**src/common/icache_cfg.svh**
```systemverilog
`ifndef ICACHE_CFG_SVH
`define ICACHE_CFG_SVH

// Cache geometry with every value a power of two

// Number of sets
`define ICACHE_NUM_SETS    8

// Ways per set
`define ICACHE_NUM_WAYS    4

// 32-bit words per line
`define ICACHE_BLOCK_WORDS 4

`endif

```
**src/common/icache_pkg.sv**
```systemverilog
`default_nettype none

`include "icache_cfg.svh"

package icache_pkg;

    localparam int SET_BITS  = $clog2(`ICACHE_NUM_SETS);
    localparam int WAY_BITS  = $clog2(`ICACHE_NUM_WAYS);
    localparam int WORD_BITS = $clog2(`ICACHE_BLOCK_WORDS);
    localparam int TAG_BITS  = 32 - SET_BITS - WORD_BITS - 2;

    typedef struct packed {
        logic [TAG_BITS-1:0]  tag;
        logic [SET_BITS-1:0]  set;
        logic [WORD_BITS-1:0] word;
        logic [1:0]           byte_sel;
    } icache_fields_t;

    // Fetch address seen whole or split for the cache lookup
    typedef union packed {
        logic [31:0]    raw;
        icache_fields_t fields;
    } icache_addr_t;

    typedef enum logic [1:0] {
        ST_IDLE,
        ST_MEM_REQ,
        ST_REFILL,
        ST_RESPOND
    } ctrl_state_t;

endpackage

`default_nettype wire

```
**src/icache/icache_ctrl.sv**
```systemverilog
`timescale 1ns/1ns
`default_nettype none

module icache_ctrl (
    input  logic                     Clk,
    input  logic                     rst_n,
    input  logic                     req_valid,
    input  icache_pkg::icache_addr_t req_addr,
    input  logic                     hit,
    input  logic                     mem_req_ready,
    input  logic                     mem_data_valid,
    input  logic                     last_beat,
    output logic                     req_ready,
    output icache_pkg::icache_addr_t cur_addr,
    output logic                     lookup_en,
    output logic                     read_en,
    output logic                     fill_en,
    output logic                     count_clr,
    output logic                     mem_req_valid,
    output logic [31:0]              mem_req_addr,
    output logic                     resp_valid
);
    import icache_pkg::*;

    ctrl_state_t  state;
    ctrl_state_t  state_nxt;
    logic         probe_q;
    logic         accept;
    icache_addr_t blk_addr;

    assign accept    = req_valid && req_ready;
    // Probe cycle right after acceptance keeps the core held off
    assign req_ready = (state == ST_IDLE) && !probe_q;
    assign lookup_en = probe_q;
    assign count_clr = (state == ST_MEM_REQ) && !mem_req_valid;
    assign fill_en   = (state == ST_REFILL) && mem_data_valid && last_beat;
    // First RESPOND cycle reads, second one presents the word
    assign read_en   = (state == ST_RESPOND) && !resp_valid;

    always_comb begin
        blk_addr = cur_addr;
        blk_addr.fields.word = '0;
        blk_addr.fields.byte_sel = '0;
    end

    assign mem_req_addr = blk_addr.raw;

    always_comb begin
        state_nxt = state;
        case (state)
            ST_IDLE:    if (probe_q) state_nxt = hit ? ST_RESPOND : ST_MEM_REQ;
            ST_MEM_REQ: if (mem_req_valid && mem_req_ready) state_nxt = ST_REFILL;
            ST_REFILL:  if (fill_en) state_nxt = ST_RESPOND;
            ST_RESPOND: if (resp_valid) state_nxt = ST_IDLE;
            default:    state_nxt = ST_IDLE;
        endcase
    end

    always_ff @(posedge Clk or negedge rst_n) begin
        if (!rst_n) begin
            state         <= ST_IDLE;
            probe_q       <= 1'b0;
            mem_req_valid <= 1'b0;
            resp_valid    <= 1'b0;
        end else begin
            state      <= state_nxt;
            probe_q    <= accept;
            resp_valid <= read_en;
            // Raised one cycle into MEM_REQ, held until the memory takes it
            if ((state == ST_MEM_REQ) && !mem_req_valid) begin
                mem_req_valid <= 1'b1;
            end else if (mem_req_valid && mem_req_ready) begin
                mem_req_valid <= 1'b0;
            end
        end
    end

    always_ff @(posedge Clk) begin
        if (accept) begin
            cur_addr <= req_addr;
        end
    end

    a_beat_in_refill: assert property (@(posedge Clk) disable iff (!rst_n)
        mem_data_valid |-> (state == ST_REFILL));

    a_resp_one_cycle: assert property (@(posedge Clk) disable iff (!rst_n)
        resp_valid |=> !resp_valid);

endmodule

`default_nettype wire

```
**config.mk**
```make
export PLATFORM = sky130hd
export DESIGN_NAME = icache_ctrl
export DESIGN_NICKNAME = d
export VERILOG_FILES = /design/src/common/icache_pkg.sv /design/src/icache/icache_ctrl.sv
export VERILOG_INCLUDE_DIRS = /design/src /design/src/common
export SDC_FILE = /design/constraint.sdc
export NUM_CORES = 1
export LEC_CHECK = 0
export ABC_CLOCK_PERIOD_IN_PS = 2000
export BUFFER_PORTS_ARGS = -buffer_cell sky130_fd_sc_hd__buf_4
export CORE_MARGIN = 8
export CORE_UTILIZATION = 36
export DETAILED_ROUTE_END_ITERATION = 8
export PLACE_DENSITY = 0.79
export SLEW_MARGIN = 0
export SYNTH_ARGS = -nofsm -noshare
export SYNTH_HDL_FRONTEND = slang
export SYNTH_SLANG_ARGS = --single-unit
```
**constraint.sdc**
```tcl
create_clock -name Clk -period 2 [get_ports Clk]
set_input_delay 0.1 -clock Clk [delete_from_list [all_inputs] [get_ports Clk]]
set_output_delay 0.1 -clock Clk [all_outputs]
set_load 0.005 [all_outputs]
```
==> results of run 1 <==
## state kept, by name, summed over array words and instances, names as in the netlist
register and count:
state 2, lookup_en 1, cur_addr 32, mem_req_valid 1
resp_valid 1
## worst max-delay path, cell delays in order (launching register included)
cell	delay (ns)
dfrtp_1	0.42
inv_1	0.10
ha_1	0.21
nor2b_2	0.24
and2_2	0.18
buf_4	0.27
## report_power, final
group / leakage [nW] / total [mW] / internal (mW) / switching, mW
registers: 0.356 / 1.14 / 1.04 / 0.0969
logic: 0.759 / 0.943 / 0.548 / 0.395
clock network: 0.0455 / 0.515 / 0.280 / 0.234
total: 1.16 / 2.60 / 1.87 / 0.726
## cells in the final DEF, fill, tap and decap left out
cell type	n
buf_4	107
o21a_1	2
and2_2	1
inv_1	2
dlygate4sd3_1	33
ha_1	4
dfrtp_1	5
a2111oi_4	1
edfxtp_1	32
nor2b_1	1
nand2_2	1
nor2b_2	1
and3_1	1
clkbuf_8	6
a21boi_1	1
conb_1	4
and2b_2	1
a2111o_1	1
mux2i_1	2
clkbuf_1	2
## layer usage
| metal | wire, um | share of wire | vias to the layer above |
|---|---|---|---|
| met4 | 36 | 0.0089 | 0 |
| met3 | 538 | 0.13 | 3 |
| met1 | 1286 | 0.32 | 494 |
| met5 | 0 | 0 | - |
| li1 | - | - | 508 |
| met2 | 2196 | 0.54 | 63 |
## final cells by class
cell class,count,area [sq um],share of cell area
multi-input combinational,21,190.2,0.07400
timing repair buffer,140,1134,0.4411
clock buffer,8,90.09,0.03505
sequential,37,1086,0.4226
inverter,2,7.507,0.002921
tap,50,62.56,0.02434
## worst max path at each step
stage | startpoint | to | slack (ns) | cells after the start
2_1_floorplan | state[0] | cur_addr[0] | 0.20 | 4
3_3_place_gp | state[0] | cur_addr[21] | 0.31 | 5
3_5_place_dp | state[0] | cur_addr[21] | 0.26 | 5
4_1_cts | state[0] | cur_addr[14] | 0.25 | 5
5_1_grt | state[0] | cur_addr[14] | 0.12 | 5
6_report | state[0] | cur_addr[6] | 0.26 | 5
## repair_timing
| action | in CTS | in global routing |
|---|---|---|
| hold endpoints to repair | 37 | 0 |
| setup buffers | 0 | 0 |
| hold buffers | 33 | 0 |
## cell families (layout without fill, tap and decap cells)
group           after synthesis  after routing  synth area share
flops                        37             37            0.7185
buf+inv                      34            150            0.1639
simple gates                  6              6           0.02816
compound gates                5              5           0.04056
fa+ha+maj                     4              4           0.03311
mux                           2              2           0.01325
other cells                   1              4          0.002481
## stage by stage
| step | std cells | total power, mW |
|---|---|---|
| global placement | 217 | 2.019 |
| CTS | 258 | 2.633 |
| global route | 258 | 2.759 |
| detailed placement | 217 | 2.059 |
| floorplan | 92 | 1.619 |
| finish | 258 | 2.600 |
==> results.cfg, run 1 <==
[timing]
maxSlewViolCount = 0
fmax_mhz = 573.1
finalWorstSetupSlack_ns = 0.2551
setup_viol = 0
hold_viol = 0
skew_ns = 0.005275
holdWs_ns = 0.1431
rsz0062_at_grt = no
finalSetupTns_ns = 0
fin_crit_sh = 0.8724
min_period_ns = 1.745

[synth]
ys_types = 17
syn-cell-area_sq_mm = 0.001511
synth-seq-cells = 37
ys_seq_area_frac = 0.7185
synth-edff-count = 32
yosysWarnings = 0
netlist.area_leader.share = 0.6358
yosysTopAreaCell = edfxtp_1
synthArstFlopShare = 0.1351
synthCells = 89
ys.flop_type = edfxtp_1
synthTopCellsByArea = edfxtp_1 (64%), buf_4 (16%), dfrtp_1 (8.3%), ha_1 (3.3%), a2111oi_4 (1.8%)
ys_top_cells_by_count = buf_4 (32), edfxtp_1 (32), dfrtp_1 (5)
avgSynthCellArea_sq_um = 16.98

[cts]
path_clk_slew_ns = 0.06
cts_tree = yes
insertion_delay_ns = 0.29
clockBufferDepth = 2
cts_sinks = 37
cts_root_buffer = clkbuf_8
postCtsResizedCells = 0
h-tree-depth = 2
cts_buffers = 5

[placement]
routabilityCongestion = 0.7961
dp_hpwl_mm = 3.076
dpl_worst_slack_ns = 0.2585
placed_area_sq_mm = 0.002150
portBuffers = 105

[critical_path]
path_class = reg2reg
startpoint_type = flip-flop
critPathArrivalTime_ns = 1.71
rrSetupSlack_ns = 0.26
r2r_end = cur_addr[6]
cp-end-kind = flip-flop
reg2reg_from = state[0]
reg2reg_depth = 5
required_ns = 1.97
worstPathMaxFanout = 21

[floorplan]
die_x_um = 80.80
pin_count = 110
die_y_um = 80.80
floorplan.initialDensity = 0.3752
coreArea_sq_mm = 0.004029
fp-row-count = 23
die_area_sq_mm = 0.006528

[power_and_ir_drop]
p_leak_nw = 1.161
power_density_mw_per_mm2 = 1012
ir_drop_uv = 767.2

[layout]
drive_gt1_frac = 0.5673
fill_cells = 328
final_util = 0.6379
num_antenna_cells = 0
stdcell_area_sq_mm = 0.002570
nNetsFinal = 250
area_delta_synth_final_pct = 70.03

[route]
dr.pass1.iters = 4
antenna_left = 0
avgViaCountPerCell = 4.140
wl_per_cell_um = 15.73
initialDrtViolationCount = 71
routed_wl_mm = 4.059
vias = 1068
drcViolationCount = 0

[global_routing]
grt_pass1_vias = 1215
overflow = 0
grtUsageTotal = 0.1229
grt_first_pass_wirelength_mm = 6.085
grtUsageMet1 = 0.1122
grt_antenna_before_repair = 0
grt_max_degree = 22
grt-busiest-layer = met2
grt_util_met2 = 0.2294
grtUsageMet3 = 0.06402

[min_path]
hold_depth = 3
hp-class = in2reg
hold_path.startpoint = mem_req_ready
worstHoldEndpoint = mem_req_valid

[run_status]
status = finished, final reports clean

[run]
cap_violations = 0
No activity file was read; power rests on OpenSTA's default activity.
==> run 2: changes to the inputs <==
Settings changed: ABC_CLOCK_PERIOD_IN_PS 2000 to 1430, BUFFER_PORTS_ARGS -buffer_cell sky130_fd_sc_hd__buf_4 to -buffer_cell sky130_fd_sc_hd__buf_2.
Clock period 2 ns to 1.43 ns, I/O delays scaled along.
==> results.cfg, run 2 (same netlist as run 1, synthesis figures left out) <==
[run_status]
status = complete, but fails checks
failed_checks = setup timing

[timing]
fin_crit_sh = 1.068
finalSetupTns_ns = -1.334
fmax_mhz = 654.9
rsz0062_at_grt = yes
hold_viol = 0
holdWs_ns = 0.09409
setup_viol = 35
finalWorstSetupSlack_ns = -0.09696
skew_ns = 0.007511
maxSlewViolCount = 0
min_period_ns = 1.527

[floorplan]
fp-row-count = 23
pin_count = 110
die_y_um = 80.80
coreArea_sq_mm = 0.004029
die_area_sq_mm = 0.006528
die_x_um = 80.80
floorplan.initialDensity = 0.3752

[critical_path]
cp-end-kind = flip-flop
path_class = reg2reg
cp-startpoint = state[0]
required_ns = 1.64
critPathArrivalTime_ns = 1.73
worstPathMaxFanout = 3
reg2reg_from = state[0]
startpoint_type = flip-flop

[layout]
final_util = 0.6301
top_register = cur_addr
fin_cells = 269
top_regs = cur_addr (32), state (2)
area_delta_synth_final_pct = 67.96
final_cell_mix = buf_2 (105), dlygate4sd3_1 (33), edfxtp_1 (32)
num_antenna_cells = 0
fill_cells = 320
drive_gt1_frac = 0.6256
nNetsFinal = 261
largest_reg_flops = 32
stdcell_area_sq_mm = 0.002539
final_common_cell = buf_2

[route]
antenna_left = 0
vias = 1132
drcViolationCount = 0
avgViaCountPerCell = 4.208
dr.pass1.iters = 4
initialDrtViolationCount = 23
wl_per_cell_um = 15.54
routed_wl_mm = 4.179

[global_routing]
grt_max_degree = 14
grt_first_pass_wirelength_mm = 6.299
grt_pass1_vias = 1255
grtUsageTotal = 0.1265
grt_antenna_before_repair = 0
overflow = 0

[power_and_ir_drop]
power_density_mw_per_mm2 = 1550
clockPowerShare = 0.186
pwr-share-seq = 0.404
p_leak_nw = 1.160
p_switching_mw = 1.139
intPower_mw = 2.795
switching_share = 0.2896
p_comb_frac = 0.410
ir_drop_uv = 1121

[placement]
dp_hpwl_mm = 3.039
place_inst = 221
routabilityCongestion = 0.7602
portBuffers = 105
placed_area_sq_mm = 0.001951

[cts]
insertion_delay_ns = 0.28
cts_sinks = 37
path_clk_slew_ns = 0.07
cts_buffers = 5
cts_root_buffer = clkbuf_8
h-tree-depth = 2
cts_tree = yes
clockBufferDepth = 2

[min_path]
hp-class = in2reg
hold_path.startpoint = hit

[run]
cap_violations = 0
## run 2: cell types whose count changed in the layout (fill, tap and decap cells not counted), moves of 2 or more
cell,change
inv_2,+2
nor2b_4,+2
buf_12,+2
ha_4,+3
buf_2,+105
buf_4,-100
ha_1,-4
clkbuf_16,+2
inv_1,-2
## run 2: metal layers
metal / vias to the layer above / share of wire / track usage
li1: 533 / - / -
met1: 529 / 0.33 / 0.1282
met2: 66 / 0.55 / 0.2342
met3: 4 / 0.11 / 0.05298
met4: 0 / 0.0038 / 0.03036
met5: - / 0 / 0
## run 2: area by class of cell
type	instances	area, sq um	area share
flip-flops and latches	37	1086	0.4278
repair buffers	151	1037	0.4086
multi-input cells	21	255.2	0.1005
clock buffers	8	90.09	0.03549
well taps	50	62.56	0.02464
inverters	2	7.507	0.002957
## run 2: stage by stage
stage | power [mW] | setup slack (ns)
global placement | 2.759 | -0.03161
CTS | 3.847 | -0.02846
global route | 4.178 | -0.1325
floorplan | 2.292 | -0.1169
finish | 3.934 | -0.09696
detailed placement | 2.797 | -0.08116
## run 2: worst paths after layout
kind                         endpoint  slack (ns)  cells past startpoint
setup reg to reg             state[1]        -0.1                      5
setup / recovery             state[1]        -0.1                      5
hold / removal               state[1]        0.09                      3
min in group asynchronous    state[1]        0.16                      2
max in group asynchronous  resp_valid        1.13                      2
hold reg to reg            resp_valid        0.51                      1
## run 2: critical path, stage by stage, from the launching register on
cell,delay (ns)
dfrtp_1,0.42
inv_2,0.08
ha_2,0.20
a21boi_4,0.15
a2111oi_4,0.39
mux2i_1,0.23
## run 2: timing repair
action,CTS,global route
resized for setup,12,1
setup buffers,3,1
pin swaps,2,2
cloned,1,2
endpoints found under the setup margin,37,37
hold endpoints to repair,37,0
hold buffers,33,0
## run 2: power by group through the flow
stage	clock network, mW	logic, mW	registers [mW]
final	0.732	1.61	1.59
after global routing	0.800	1.75	1.63
after CTS	0.757	1.50	1.59
after detailed placement	0	1.20	1.60
after global placement	0	1.17	1.59
after floorplan	0	0.670	1.62
==> run 3: changes to the inputs <==
Settings changed: CTS_BUF_LIST set to sky130_fd_sc_hd__clkbuf_4 sky130_fd_sc_hd__clkbuf_8 sky130_fd_sc_hd__clkbuf_16.
==> results.cfg, run 3 (same netlist as run 1, synthesis figures left out) <==
[run_status]
status = complete, but fails checks
failed_checks = setup timing

[floorplan]
pin_count = 110
coreArea_sq_mm = 0.004029
floorplan.initialDensity = 0.3752
fp-row-count = 23
die_x_um = 80.80
die_area_sq_mm = 0.006528
die_y_um = 80.80

[placement]
routabilityCongestion = 0.7602
placed_area_sq_mm = 0.001951
portBuffers = 105
dpl_worst_slack_ns = -0.08116
dp_hpwl_mm = 3.039

[critical_path]
reg2reg_depth = 5
reg2reg_from = state[0]
path_class = reg2reg
required_ns = 1.64
startpoint_type = flip-flop
rrSetupSlack_ns = -0.09
critPathArrivalTime_ns = 1.73
cp-end-kind = flip-flop
worstPathMaxFanout = 3
r2r_end = state[1]

[timing]
fin_crit_sh = 1.065
min_period_ns = 1.523
rsz0062_at_grt = yes
setup_viol = 35
finalWorstSetupSlack_ns = -0.09261
holdWs_ns = 0.09426
maxSlewViolCount = 0
fmax_mhz = 656.8
hold_viol = 0
skew_ns = 0.007509

[cts]
h-tree-depth = 2
insertion_delay_ns = 0.28
cts_sinks = 37
cts_root_buffer = clkbuf_8
cts_tree = yes
clockBufferDepth = 2
path_clk_slew_ns = 0.07
cts_buffers = 5

[power_and_ir_drop]
switching_share = 0.2866
pwr-share-seq = 0.400
power_density_mw_per_mm2 = 1559
intPower_mw = 2.833
p_leak_nw = 1.167
ir_drop_uv = 1122
clockPowerShare = 0.194
power_mw = 3.971
p_switching_mw = 1.138
p_comb_frac = 0.406

[layout]
num_antenna_cells = 0
final_common_cell = buf_2
nNetsFinal = 261
final_cell_mix = buf_2 (105), dlygate4sd3_1 (33), edfxtp_1 (32)
stdcell_area_sq_mm = 0.002546
multi_input_area_sq_um = 255.2
top_register = cur_addr
area_delta_synth_final_pct = 68.46
seq_area_sq_mm = 0.001086
fill_cells = 316
final_util = 0.6320
top_regs = cur_addr (32), state (2)
largest_reg_flops = 32
drive_gt1_frac = 0.6347

[global_routing]
grt_pass1_vias = 1258
grtUsageTotal = 0.1265
overflow = 0
grt_first_pass_wirelength_mm = 6.299
grt_antenna_before_repair = 0
grt_max_degree = 14

[route]
initialDrtViolationCount = 24
dr.pass1.iters = 4
avgViaCountPerCell = 4.212
antenna_left = 0
vias = 1133
routed_wl_mm = 4.173
drcViolationCount = 0
wl_per_cell_um = 15.51

[min_path]
hold_depth = 3
worstHoldEndpoint = state[1]
hp-class = in2reg
hold_path.startpoint = hit

[run]
cap_violations = 0
## run 3: per-stage QoR
step           cells  TNS [ns]
2_1_floorplan     92    -3.742
3_5_place_dp     221    -2.194
5_1_grt          269    -3.379
4_1_cts          266  -0.05253
3_3_place_gp     221   -0.6259
6_report         269    -1.207
## run 3: what timing repair did
| item | 4_1_cts | 5_1_grt |
|---|---|---|
| resized for setup | 12 | 1 |
| setup buffers | 3 | 1 |
| setup endpoints to repair | 37 | 37 |
| endpoints found under the hold margin | 37 | 0 |
| cloned | 1 | 2 |
| hold buffers | 33 | 0 |
| pin swaps | 2 | 2 |
## run 3: per-layer routing
metal / GRT usage / vias up / share of wire
met5: 0 / - / 0
met2: 0.2342 / 66 / 0.55
li1: - / 533 / -
met4: 0.03036 / 0 / 0.0038
met1: 0.1282 / 530 / 0.33
met3: 0.05298 / 4 / 0.11
## run 3: layout make-up
| type | count | share of cell area |
|---|---|---|
| Inverter | 2 | 0.002948 |
| Sequential cell | 37 | 0.4265 |
| Clock buffer | 8 | 0.03833 |
| Tap cell | 50 | 0.02457 |
| Multi-Input combinational cell | 21 | 0.1002 |
| Timing Repair Buffer | 151 | 0.4074 |
## run 3: worst max-delay path by stage
stage / cells past startpoint / endpoint / start / slack, ns
global placement: 5 / cur_addr[16] / state[0] / -0.03
detailed placement: 5 / cur_addr[3] / state[0] / -0.08
finish: 5 / state[1] / state[0] / -0.09
floorplan: 4 / cur_addr[0] / state[0] / -0.12
global route: 5 / state[1] / state[0] / -0.13
CTS: 5 / state[1] / state[0] / -0.03
## run 3: critical path, stage by stage (launching register included)
cell	delay, ns
dfrtp_1	0.41
inv_2	0.08
ha_2	0.20
a21boi_4	0.15
a2111oi_4	0.38
mux2i_1	0.23
## run 3: power by group through the flow
stage	clock network (mW)	logic (mW)	registers [mW]
after global placement	0	1.17	1.59
after global routing	0.838	1.75	1.63
final	0.770	1.61	1.59
after CTS	0.795	1.50	1.59
after floorplan	0	0.670	1.62
after detailed placement	0	1.20	1.60
