--- src/common/icache_cfg.svh ---
`ifndef ICACHE_CFG_SVH
`define ICACHE_CFG_SVH

// Cache geometry with every value a power of two

// Number of sets
`define ICACHE_NUM_SETS    8

// Ways per set
`define ICACHE_NUM_WAYS    4

// 32-bit words per line
`define ICACHE_BLOCK_WORDS 4

`endif

--- src/common/icache_pkg.sv ---
`default_nettype none

`include "icache_cfg.svh"

package icache_pkg;

    localparam int SET_BITS  = $clog2(`ICACHE_NUM_SETS);
    localparam int WAY_BITS  = $clog2(`ICACHE_NUM_WAYS);
    localparam int WORD_BITS = $clog2(`ICACHE_BLOCK_WORDS);
    localparam int TAG_BITS  = 32 - SET_BITS - WORD_BITS - 2;

    typedef struct packed {
        logic [TAG_BITS-1:0]  tag;
        logic [SET_BITS-1:0]  set;
        logic [WORD_BITS-1:0] word;
        logic [1:0]           byte_sel;
    } icache_fields_t;

    // Fetch address seen whole or split for the cache lookup
    typedef union packed {
        logic [31:0]    raw;
        icache_fields_t fields;
    } icache_addr_t;

    typedef enum logic [1:0] {
        ST_IDLE,
        ST_MEM_REQ,
        ST_REFILL,
        ST_RESPOND
    } ctrl_state_t;

endpackage

`default_nettype wire

--- src/icache/icache_tag_array.sv ---
`timescale 1ns/1ns
`default_nettype none

`include "icache_cfg.svh"

module icache_tag_array (
    input  logic                            Clk,
    input  logic                            rst_n,
    input  icache_pkg::icache_addr_t        cur_addr,
    input  logic                            lookup_en,
    input  logic                            fill_en,
    output logic                            hit,
    output logic [icache_pkg::WAY_BITS-1:0] hit_way,
    output logic [icache_pkg::WAY_BITS-1:0] victim_way
);
    import icache_pkg::*;

    localparam int NUM_SETS = `ICACHE_NUM_SETS;
    localparam int NUM_WAYS = `ICACHE_NUM_WAYS;

    logic [TAG_BITS-1:0] tags   [NUM_SETS][NUM_WAYS];
    logic [NUM_WAYS-1:0] valid  [NUM_SETS];
    logic [WAY_BITS-1:0] rr_ptr [NUM_SETS];

    logic [SET_BITS-1:0] set_idx;
    logic [NUM_WAYS-1:0] match;
    logic                free_found;
    logic [WAY_BITS-1:0] free_way;

    assign set_idx = cur_addr.fields.set;

    // All ways of the set compared at once
    always_comb begin
        match = '0;
        for (int w = 0; w < NUM_WAYS; w++) begin
            match[w] = valid[set_idx][w] && (tags[set_idx][w] == cur_addr.fields.tag);
        end
    end

    always_comb begin
        hit_way = '0;
        for (int w = NUM_WAYS - 1; w >= 0; w--) begin
            if (match[w]) hit_way = WAY_BITS'(w);
        end
    end

    // Lowest invalid way wins
    always_comb begin
        free_found = 1'b0;
        free_way = '0;
        for (int w = NUM_WAYS - 1; w >= 0; w--) begin
            if (!valid[set_idx][w]) begin
                free_found = 1'b1;
                free_way = WAY_BITS'(w);
            end
        end
    end

    assign hit        = lookup_en && (|match);
    assign victim_way = free_found ? free_way : rr_ptr[set_idx];

    always_ff @(posedge Clk or negedge rst_n) begin
        if (!rst_n) begin
            for (int s = 0; s < NUM_SETS; s++) begin
                valid[s]  <= '0;
                rr_ptr[s] <= '0;
            end
        end else if (fill_en) begin
            valid[set_idx][victim_way] <= 1'b1;
            // Pointer moves only once the set is full
            if (!free_found) rr_ptr[set_idx] <= rr_ptr[set_idx] + 1'b1;
        end
    end

    always_ff @(posedge Clk) begin
        if (fill_en) begin
            tags[set_idx][victim_way] <= cur_addr.fields.tag;
        end
    end

    a_single_match: assert property (@(posedge Clk) disable iff (!rst_n)
        lookup_en |-> $onehot0(match));

endmodule

`default_nettype wire

--- config.mk ---
export PLATFORM = sky130hd
export DESIGN_NAME = icache_tag_array
export DESIGN_NICKNAME = d
export VERILOG_FILES = /design/src/common/icache_pkg.sv /design/src/icache/icache_tag_array.sv
export VERILOG_INCLUDE_DIRS = /design/src /design/src/common
export SDC_FILE = /design/constraint.sdc
export NUM_CORES = 1
export LEC_CHECK = 0
export BUFFER_PORTS_ARGS = -buffer_cell sky130_fd_sc_hd__buf_2
export CAP_MARGIN = 20
export CORE_MARGIN = 2
export CORE_UTILIZATION = 65
export CTS_BUF_LIST = sky130_fd_sc_hd__clkbuf_4
export DETAILED_ROUTE_END_ITERATION = 8
export PLACE_DENSITY_LB_ADDON = 0.2
export SYNTH_ARGS = -nofsm -noshare
export SYNTH_HDL_FRONTEND = slang
export SYNTH_SLANG_ARGS = --single-unit
export TNS_END_PERCENT = 1
--- constraint.sdc ---
create_clock -name Clk -period 5 [get_ports Clk]
set_input_delay 0.75 -clock Clk [delete_from_list [all_inputs] [get_ports Clk]]
set_output_delay 0.75 -clock Clk [all_outputs]
set_load 0.01 [all_outputs]
==> key figures, run 1 <==
Clock network
  • Clk root buf: clkbuf_4
  • Total clock sinks: 848
  • CTS buffer count: 203
  • H-tree lvl count: 4
  • Clk_lat worst skew: 1090 ps
  • Clock Path Buffers: 3
  • Post-CTS Setup Inserts: 0
  • Clk slew on worst S/H paths: 70 ps
  • CTS tree: built

Synth
  • Seq/Total Area, Yosys: 0.750
  • Synth unique cells: 61
  • Synth warn: 0
  • Mapped Area: 33600 um2
  • Syn_area_per_cell: 19.7 um2
  • Synth Net Count: 1746
  • Top_reg_cell synth: edfxtp_1
  • Post-synth EDFFs: 800
  • Register bit total from synthesis: 848
  • Ys async rst share: 0.0566
  • Cell count after synthesis: 1710

Timing
  • Hold WS: 127 ps
  • RSZ-0062 raised after global routing: false
  • Clock Skew: 72.6 ps
  • Max Fclk: 207 MHz
  • Rel. slew slack: 0.487
  • Final hold vios: 0
  • Tmin final: 4830 ps
  • Setup TNS: 0 ps
  • Final number of setup-violating endpoints: 0
  • Least-Margin Pin Slew: 769 ps
  • Period Utilization, post-route: 0.965
  • Max-slew violations: 0

Job
  • Maxcap violations: 0

Pwr
  • Pwr/cell area: 393 nW/um2
  • Total power draw: 0.0150 W
  • VDD IR max: 0.000282 V
  • Leak: 13.2 nW

Run status
  • Status: finished clean

Place
  • RD Place Congestion: 0.839
  • PortBufs: 36
  • HPWL after DPL: 44700 um

Worst setup path
  • WS Path Type: input port to primary output
  • Worst Path Required: 4250 ps
  • CP endpoint kind: primary output
  • Critical path startpoint category: input port
  • CP Max Fanout: 32
  • CP arrival: 4080 ps

Drt
  • DRT Pass-1 Iters: 7
  • 1st-iter DRT viols: 2058
  • Post-Route WL: 77800 um
  • Avg Vias per Cell: 6.40
  • Metal3 WL: 6430 um
  • WL met1: 30600 um
  • DR vias: 18.1k
  • Top Metal Used: met5
  • WL per Instance: 27.6 um
  • DRC violations left: 0
  • Final ANT Viol Nets: 0
  • Wire length on met2: 38400 um

Cells and area
  • Layout cell share with drive strength beyond 1: 0.314
  • Nets: 2027
  • Layout overhead on the synthesized area: 13.5%
  • Fillers: 2980

Global route
  • Pin count of the biggest net entering global routing: 68
  • First-pass GRT wire length: 115000 um
  • GRT overflow: 0
  • Tot GR Track Use: 0.302
  • Initial antenna violation count: 6
  • Vias in the first global route: 18.7k

Floorplanning
  • DIE AREA: 53600 um2
  • Die span in x: 232 um
  • Row count: 83
  • Core footprint: 51200 um2
  • I/O pin total: 41
  • Chip height: 232 um
  • Initial Util: 0.657

Min path
  • Worst hold-check path type: input port to flop
-- flip-flops by register name, indices dropped and copies added, names as in the netlist --
signal  count
rr_ptr     16
tags      800
valid      32
-- layout make-up --
class                           instances  area (um2)  area share
Sequential cell                       848       25200       0.661
Antenna cell                            8        20.0    0.000524
Multi-Input combinational cell        770        8030       0.210
Clock inverter                         64         407      0.0107
Timing Repair Buffer                  162        1490      0.0390
Clock buffer                          285        2140      0.0560
Tap cell                              680         851      0.0223
Inverter                                6        22.5    0.000590
-- path summary, 6_finish.rpt --
check | startpoint | to | slack (ps) | cells after the start
setup / recovery | cur_addr[5] | hit | 170 | 13
hold / removal | cur_addr[7] | tags[7][50] | 130 | 1
setup reg to reg | valid[18] | tags[5][37] | 1630 | 10
hold reg to reg | valid[20] | valid[20] | 470 | 1
max in group asynchronous | rst_n | valid[2] | 4320 | 3
min in group asynchronous | rst_n | valid[16] | 170 | 2
-- worst max-delay path: stages --
cell and delay [ps]:
buf_4 530, buf_4 280, mux4_2 490, mux2i_1 210, xor2_1 230, nand4_1 120
nor4_1 330, buf_4 190, nand4_1 310, o31ai_1 190, buf_4 180, o21a_1 120
buf_2 120
-- metal layers --
layer / GRT usage / vias to the layer above
li1: - / 7696
met2: 0.482 / 841
met1: 0.413 / 9377
met5: 0 / -
met3: 0.0674 / 163
met4: 0.119 / 2
-- cell families (layout without fill, tap and decap cells) --
kind of cell	after synthesis	after routing	share of synthesized area
muxes	341	341	0.148
and+or+nand+nor	176	176	0.0271
xor gates and xnor gates	86	86	0.0224
other	0	8	0
DFF	848	848	0.750
buffers and inverters	92	517	0.0148
AOI/OAI and AO/OA	167	167	0.0378
-- power breakdown --
| part | total, W | internal [W] | switching (W) | leakage, nW |
|---|---|---|---|---|
| sequential | 0.00818 | 0.00808 | 0.0000986 | 7.80 |
| clock | 0.00550 | 0.00287 | 0.00262 | 1.48 |
| combinational | 0.00133 | 0.000533 | 0.000794 | 3.87 |
| total | 0.0150 | 0.0115 | 0.00352 | 13.2 |
-- stage by stage --
| step | instances | setup WS (ps) | utilization | cell area [um2] |
|---|---|---|---|---|
| floorplan | 1710 | 96.4 | - | 33600 |
| global placement | 2464 | 227 | 0.695 | 35600 |
| detailed placement | 2464 | 246 | 0.695 | 35600 |
| CTS | 2814 | 180 | 0.745 | 38100 |
| global route | 2820 | 54.9 | 0.746 | 38200 |
| finish | 2823 | 173 | 0.746 | 38200 |
-- cells in the final DEF, fill, tap and decap left out, types with 8 or more instances in the layout --
master | synthesis | final
a22oi_1 | 44 | 44
xor2_1 | 31 | 31
and3_1 | 13 | 13
clkinv_1 | 0 | 48
clkbuf_4 | 0 | 285
mux2_2 | 34 | 34
o21bai_1 | 14 | 14
mux4_2 | 118 | 118
mux2i_1 | 185 | 185
nor4_1 | 13 | 13
nor2_1 | 45 | 16
or2_2 | 16 | 16
buf_4 | 18 | 99
dfrtp_1 | 48 | 48
a21oi_1 | 20 | 19
nand2_1 | 32 | 32
buf_12 | 1 | 27
a22o_1 | 14 | 14
xnor2_1 | 55 | 55
buf_2 | 33 | 33
nor2_2 | 0 | 29
diode_2 | 0 | 8
nand4_1 | 8 | 8
edfxtp_1 | 800 | 800
a221oi_1 | 28 | 28
-- what timing repair did --
item,4_1_cts,5_1_grt
setup endpoints to repair,0,1
hold buffers,1,0
gates resized for setup,0,1
hold endpoints to repair,48,0
-- cell usage after synthesis (4+ instances only) --
| library cell | count | area [um2] |
|---|---|---|
| o21bai_1 | 14 | 105 |
| o22ai_1 | 6 | 37.5 |
| edfxtp_1 | 800 | 24000 |
| buf_1 | 10 | 37.5 |
| a22o_1 | 14 | 123 |
| o21ai_0 | 6 | 30.0 |
| mux4_2 | 118 | 2660 |
| buf_4 | 18 | 135 |
| and2_0 | 5 | 31.3 |
| a221o_1 | 6 | 60.1 |
| nor2b_1 | 8 | 50.1 |
| nor2_1 | 45 | 169 |
| clkbuf_1 | 21 | 78.8 |
| nor4_1 | 13 | 81.3 |
| xnor2_1 | 55 | 482 |
| nand2_1 | 32 | 120 |
| o22a_1 | 4 | 35.0 |
| nand3_1 | 7 | 35.0 |
| a21oi_1 | 20 | 100 |
| nor3_1 | 11 | 55.1 |
| mux2_2 | 34 | 383 |
| buf_2 | 33 | 165 |
| dfrtp_1 | 48 | 1200 |
| or2_2 | 16 | 100 |
| a221oi_1 | 28 | 245 |
| xor2_1 | 31 | 272 |
| a22oi_1 | 44 | 330 |
| mux2i_1 | 185 | 1850 |
| inv_1 | 5 | 18.8 |
| and3_1 | 13 | 81.3 |
| nand4_1 | 8 | 50.1 |
| a211oi_1 | 6 | 45.0 |
No activity file was read; power rests on OpenSTA's default activity.
==> run 2, diff against run 1 <==
- clock period: 5 -> 5.1 ns (I/O delays scaled with it)
==> run 2 against run 1 <==
Cell count is 0.50% higher. Clock skew is 14 ps lower. Combinational power is 3% lower. Register-to-register slack better by 50 ps. Critical endpoint is now hit_way[0].
==> key figures, run 2 (synthesis results as in run 1) <==
Worst setup path
  • CP Max Fanout: 31 (was 32)
  • Worst Path Required: 4340 ps (was 4250 ps)
  • Reg2reg start: valid[11] (was valid[18])
  • Critical path origin: cur_addr[5] (unchanged)
  • Critical-path cell list: buf_4 -> nor2b_2 -> buf_4 -> a22oi_1 -> and3b_1 -> a211oi_1 -> nand4_1 -> nor4_2 -> buf_4 -> o21ai_0 -> a21oi_1 -> buf_2 (was buf_4 -> buf_4 -> mux4_2 -> mux2i_1 -> xor2_1 -> nand4_1 -> nor4_1 -> buf_4 -> nand4_1 -> o31ai_1 -> buf_4 -> o21a_1 -> buf_2)
  • R2R depth: 9 (was 10)
  • Crit path largest cell delay: 510 ps (was 530 ps)
  • CP Buf/Inv Count: 4 (was 5)
  • Critical path startpoint category: input port (unchanged)
  • CP arrival: 4140 ps (was 4080 ps)
  • CP top delay family: buffers and inverters (unchanged)
  • R2R Setup Slk: 1680 ps (was 1630 ps)
  • WS Path Type: input port to primary output (unchanged)
  • R2R Path End: tags[1][1] (was tags[5][37])
  • CP endpoint kind: primary output (unchanged)
  • Worst path slowest cell: buf_4 (unchanged)
  • Crit path top cell by count: buf_4 (unchanged)

Global route
  • Vias in the first global route: 18.9k (was 18.7k)
  • GRT overflow: 0 (unchanged)
  • Pin count of the biggest net entering global routing: 49 (was 68)
  • Tot GR Track Use: 0.303 (was 0.302)
  • First-pass GRT wire length: 115000 um (about the same)
  • Initial antenna violation count: 3 (was 6)

Pwr
  • VDD IR max: 0.000272 V (was 0.000282 V)
  • Leak: 13.2 nW (about the same)
  • Total power draw: 0.0148 W (was 0.0150 W)
  • Pwr/cell area: 388 nW/um2 (was 393 nW/um2)

Drt
  • WL per Instance: 27.5 um (was 27.6 um)
  • Avg Vias per Cell: 6.40 (about the same)
  • DRC violations left: 0 (unchanged)
  • Final ANT Viol Nets: 0 (unchanged)
  • Post-Route WL: 77900 um (was 77800 um)
  • DRT Pass-1 Iters: 6 (was 7)
  • DR vias: 18.2k (was 18.1k)
  • 1st-iter DRT viols: 2066 (was 2058)

Clock network
  • Clk_lat worst skew: 1090 ps (about the same)
  • Clk slew on worst S/H paths: 60 ps (was 70 ps)
  • Hold_buf cts: 1 (unchanged)
  • Post-CTS Setup Inserts: 0 (unchanged)
  • Post-CTS sizing: 0 (unchanged)
  • Clock Path Buffers: 3 (unchanged)
  • H-tree lvl count: 4 (unchanged)
  • CTS tree: built (unchanged)
  • Total clock sinks: 848 (unchanged)
  • Clk root buf: clkbuf_4 (unchanged)
  • CTS buffer count: 204 (was 203)

Floorplanning
  • Chip height: 232 um (unchanged)
  • I/O pin total: 41 (unchanged)
  • Row count: 83 (unchanged)
  • DIE AREA: 53600 um2 (unchanged)
  • Die span in x: 232 um (unchanged)
  • Core footprint: 51200 um2 (unchanged)
  • Initial Util: 0.657 (unchanged)

Timing
  • Final number of setup-violating endpoints: 0 (unchanged)
  • Final hold vios: 0 (unchanged)
  • Least-Margin Pin Slew: 874 ps (was 769 ps)
  • Setup TNS: 0 ps (unchanged)
  • RSZ-0062 raised after global routing: false (unchanged)
  • Hold WS: 138 ps (was 127 ps)
  • Tmin final: 4900 ps
  • Clock Skew: 58.1 ps (was 72.6 ps)
  • Rel. slew slack: 0.417 (was 0.487)
  • Max Fclk: 204 MHz
  • Max-slew violations: 0 (unchanged)
  • Period Utilization, post-route: 0.961
  • Setup ws final: 197 ps (was 173 ps)

Cells and area
  • Max reg flops: 800 (unchanged)
  • Layout cell share with drive strength beyond 1: 0.320 (was 0.314)
  • Fillers: 3005 (was 2980)
  • Commonest non-fill, non-tap cell in the layout: edfxtp_1 (unchanged)
  • Sequential cell area: 25200 um2 (unchanged)
  • Layout overhead on the synthesized area: 13.5% (about the same)
  • Top flop regs: tags (800), valid (32), rr_ptr (16) (unchanged)
  • Most flop-heavy register: tags (unchanged)
  • Commonest cells after routing, fill and taps aside: 800 x edfxtp_1, 306 x clkbuf_4, 185 x mux2i_1 (was 800 x edfxtp_1, 285 x clkbuf_4, 185 x mux2i_1)
  • Nets: 2027 (unchanged)
  • Area of the multi-input gates: 8020 um2 (was 8030 um2)

Place
  • Place WS: 325 ps (was 246 ps)
  • PortBufs: 36 (unchanged)
  • HPWL after DPL: 44400 um (was 44700 um)
  • RD Place Congestion: 0.818 (was 0.839)

Job
  • Maxcap violations: 0 (unchanged)

Run status
  • Status: finished clean (unchanged)

Min path
  • Min-Delay Path Depth: 1 (unchanged)
  • Worst Hold Endpoint: tags[5][83] (was tags[7][50])
  • Hold_sp: cur_addr[15] (was cur_addr[7])
  • Worst hold-check path type: input port to flop (unchanged)
==> run 2: final cells by class <==
cell class / instances / area share
Antenna cell: 7 / 0.000459
Clock buffer: 306 / 0.0601
Clock inverter: 59 / 0.00894
Inverter: 6 / 0.000590
Multi-Input combinational cell: 770 / 0.210
Sequential cell: 848 / 0.660
Tap cell: 680 / 0.0223
Timing Repair Buffer: 161 / 0.0371
==> run 2: metrics by stage <==
step,util,instance area [um2],std cells
3_5_place_dp,0.694,35500,2463
5_1_grt,0.746,38200,2837
2_1_floorplan,-,33600,1710
3_3_place_gp,0.694,35500,2463
6_report,0.746,38200,2837
4_1_cts,0.745,38200,2829
==> run 2: power by group <==
group	switching [W]	internal [W]	leakage [nW]
combinational	0.000780	0.000511	3.86
clock	0.00258	0.00293	1.57
sequential	0.0000991	0.00792	7.80
==> run 2: how the worst max path moves through the flow <==
stage | endpoint | cells after the start
after detailed placement | hit_way[0] | 12
after floorplan | tags[3][75] | 11
after CTS | hit_way[0] | 10
after global routing | hit_way[0] | 12
final | hit_way[0] | 12
after global placement | hit_way[0] | 12
==> run 2: worst register-to-register path, cell delays in order, from the launching register on <==
cell and delay (ps):
dfrtp_1 380, mux4_1 530, mux2_2 300, inv_1 210, nor3_1 100, nor3_1 290, and2_1 240, nand2_1 330
nor2_2 230, buf_4 430
==> run 2: per-layer routing <==
layer	track usage	wire length, um	share of wire
met1	0.403	30200	0.39
met2	0.492	39000	0.50
met3	0.0760	6620	0.085
met4	0.110	2020	0.026
met5	0	55	0.00071
==> run 3, diff against run 2 <==
==> constraint.sdc (replaced) <==
create_clock -name Clk -period 5.1 [get_ports Clk]
set_input_delay 0.51 -clock Clk [delete_from_list [all_inputs] [get_ports Clk]]
set_output_delay 0.51 -clock Clk [all_outputs]
set_load 0.01 [all_outputs]
==> run 3 against run 2 <==
Die area unchanged. Sequential share of layout area increased by 0.53 points. Clock power decreased by 3%. Non-clock buffer count decreased by 13. Critical path depth decreased by 1. Global-route usage decreased by 0.69 points. Combinational power about the same. Worst setup slack improved by 410 ps. Largest cell class unchanged.
==> key figures, run 3 (synthesis results as in run 1) <==
Pwr
  • Leak: 13.0 nW (was 13.2 nW)
  • VDD IR max: 0.000255 V (was 0.000272 V)
  • Pwr/cell area: 386 nW/um2 (was 388 nW/um2)

Clock network
  • H-tree lvl count: 4 (unchanged)
  • CTS tree: built (unchanged)
  • Total clock sinks: 848 (unchanged)
  • Post-CTS sizing: 0 (unchanged)
  • Clk root buf: clkbuf_4 (unchanged)
  • Clk slew on worst S/H paths: 70 ps (was 60 ps)
  • CTS buffer count: 202 (was 204)
  • Hold_buf cts: 21 (was 1)
  • Clk_lat worst skew: 1070 ps (was 1090 ps)
  • Post-CTS Setup Inserts: 0 (unchanged)
  • Clock Path Buffers: 3 (unchanged)

Floorplanning
  • Initial Util: 0.657 (unchanged)
  • Core footprint: 51200 um2 (unchanged)
  • Chip height: 232 um (unchanged)
  • Die span in x: 232 um (unchanged)
  • I/O pin total: 41 (unchanged)
  • DIE AREA: 53600 um2 (unchanged)
  • Row count: 83 (unchanged)

Drt
  • Final ANT Viol Nets: 0 (unchanged)
  • 1st-iter DRT viols: 1825 (was 2066)
  • DRT Pass-1 Iters: 5 (was 6)
  • DR vias: 17.8k (was 18.2k)
  • Post-Route WL: 76400 um (was 77900 um)
  • Avg Vias per Cell: 6.33 (was 6.40)
  • DRC violations left: 0 (unchanged)
  • WL per Instance: 27.1 um (was 27.5 um)

Timing
  • Final number of setup-violating endpoints: 0 (unchanged)
  • Hold WS: 96.8 ps (was 138 ps)
  • RSZ-0062 raised after global routing: false (unchanged)
  • Period Utilization, post-route: 0.881 (was 0.961)
  • Rel. slew slack: 0.403 (was 0.417)
  • Max-slew violations: 0 (unchanged)
  • Max Fclk: 222 MHz (was 204 MHz)
  • Final hold vios: 0 (unchanged)
  • Least-Margin Pin Slew: 896 ps (was 874 ps)
  • Setup TNS: 0 ps (unchanged)
  • Clock Skew: 50.0 ps (was 58.1 ps)
  • Tmin final: 4490 ps (was 4900 ps)

Min path
  • Worst hold-check path type: input port to flop (unchanged)
  • Min-Delay Path Depth: 1 (unchanged)

Job
  • Maxcap violations: 0 (unchanged)

Global route
  • Initial antenna violation count: 2 (was 3)
  • Pin count of the biggest net entering global routing: 82 (was 49)
  • Tot GR Track Use: 0.296 (was 0.303)
  • First-pass GRT wire length: 113000 um (was 115000 um)
  • Vias in the first global route: 18.6k (was 18.9k)
  • GRT overflow: 0 (unchanged)

Cells and area
  • Layout overhead on the synthesized area: 12.6% (was 13.5%)
  • Most flop-heavy register: tags (unchanged)
  • Fin area: 37900 um2 (was 38200 um2)
  • Commonest non-fill, non-tap cell in the layout: edfxtp_1 (unchanged)
  • Post-Layout Cell Count: 2817 (was 2837)
  • Top flop regs: tags (800), valid (32), rr_ptr (16) (unchanged)
  • Layout cell share with drive strength beyond 1: 0.299 (was 0.320)
  • Nets: 2012 (was 2027)
  • Commonest cells after routing, fill and taps aside: 800 x edfxtp_1, 291 x clkbuf_4, 185 x mux2i_1 (was 800 x edfxtp_1, 306 x clkbuf_4, 185 x mux2i_1)
  • Max reg flops: 800 (unchanged)

Worst setup path
  • CP endpoint kind: primary output (unchanged)
  • WS Path Type: input port to primary output (unchanged)
  • CP top delay family: simple AND/OR/NAND/NOR gates (was buffers and inverters)
  • Crit path largest cell delay: 550 ps (was 510 ps)
  • Worst path slowest cell: mux4_2 (was buf_4)
  • CP Buf/Inv Count: 3 (was 4)
  • R2R depth: 6 (was 9)
  • Critical path startpoint category: input port (unchanged)
  • Critical-path cell list: buf_4 -> buf_4 -> mux4_2 -> mux2i_1 -> xnor2_1 -> nor4_1 -> nand2_1 -> or4_1 -> o21ai_0 -> a21oi_1 -> buf_2 (was buf_4 -> nor2b_2 -> buf_4 -> a22oi_1 -> and3b_1 -> a211oi_1 -> nand4_1 -> nor4_2 -> buf_4 -> o21ai_0 -> a21oi_1 -> buf_2)
  • Worst Path Required: 4590 ps (was 4340 ps)
  • CP arrival: 3980 ps (was 4140 ps)
  • CP Max Fanout: 33 (was 31)
  • R2R Setup Slk: 1710 ps (was 1680 ps)
  • WP depth: 11 (was 12)
  • Crit path top cell by count: buf_4 (unchanged)

Place
  • Post-DP Area: 35100 um2 (was 35500 um2)
  • PortBufs: 36 (unchanged)
  • RD Place Congestion: 0.810 (was 0.818)
  • HPWL after DPL: 41800 um (was 44400 um)
  • Placed insts: 2429 (was 2463)

Run status
  • Status: finished clean (unchanged)
[run 3: changes by cell type in the layout (fill, tap and decap cells not counted), sizes merged]
cell | previous run | this run
buf | 160 | 126
dlygate4sd3 | 1 | 22
clkbuf | 306 | 291
clkinv | 49 | 59
clkinvlp | 2 | 0
bufinv | 4 | 3
diode | 7 | 8
[run 3: stage by stage]
stage               worst slack (ps)  power, W   util
finish                           605    0.0146  0.740
global route                     471    0.0152  0.740
CTS                              563    0.0147  0.739
detailed placement               665   0.00941  0.686
global placement                 681   0.00935  0.686
floorplan                        436   0.00890      -
[run 3: cell type report]
class                      count  area [um2]
tap                          680         851
clock inverter                66         332
inverter                       6        22.5
timing repair buffer         148        1240
multi-input combinational    770        8020
sequential                   848       25200
fill                        2998       13300
clock buffer                 291        2180
antenna                        8        20.0
[run 3: path summary, 6_finish.rpt]
path	start	endpoint
min reg2reg	valid[21]	valid[21]
min	cur_addr[26]	tags[4][69]
min in group asynchronous	rst_n	rr_ptr[5]
max in group asynchronous	rst_n	rr_ptr[14]
max reg2reg	valid[17]	tags[5][71]
max	cur_addr[5]	hit_way[0]
[run 3: power by group]
group	total (W)	internal (W)	leakage [nW]	switching (W)
registers	0.00803	0.00792	7.80	0.000101
clock network	0.00533	0.00276	1.50	0.00257
logic	0.00126	0.000496	3.74	0.000765
total	0.0146	0.0112	13.0	0.00344
[run 3: per-layer routing]
layer / GRT usage / share of wire / wire length [um] / vias to the layer above
li1: - / - / - / 7653
met4: 0.123 / 0.029 / 2190 / 0
met5: 0 / 0 / 0 / -
met1: 0.398 / 0.40 / 30600 / 9217
met3: 0.0680 / 0.079 / 6030 / 130
met2: 0.474 / 0.49 / 37600 / 824
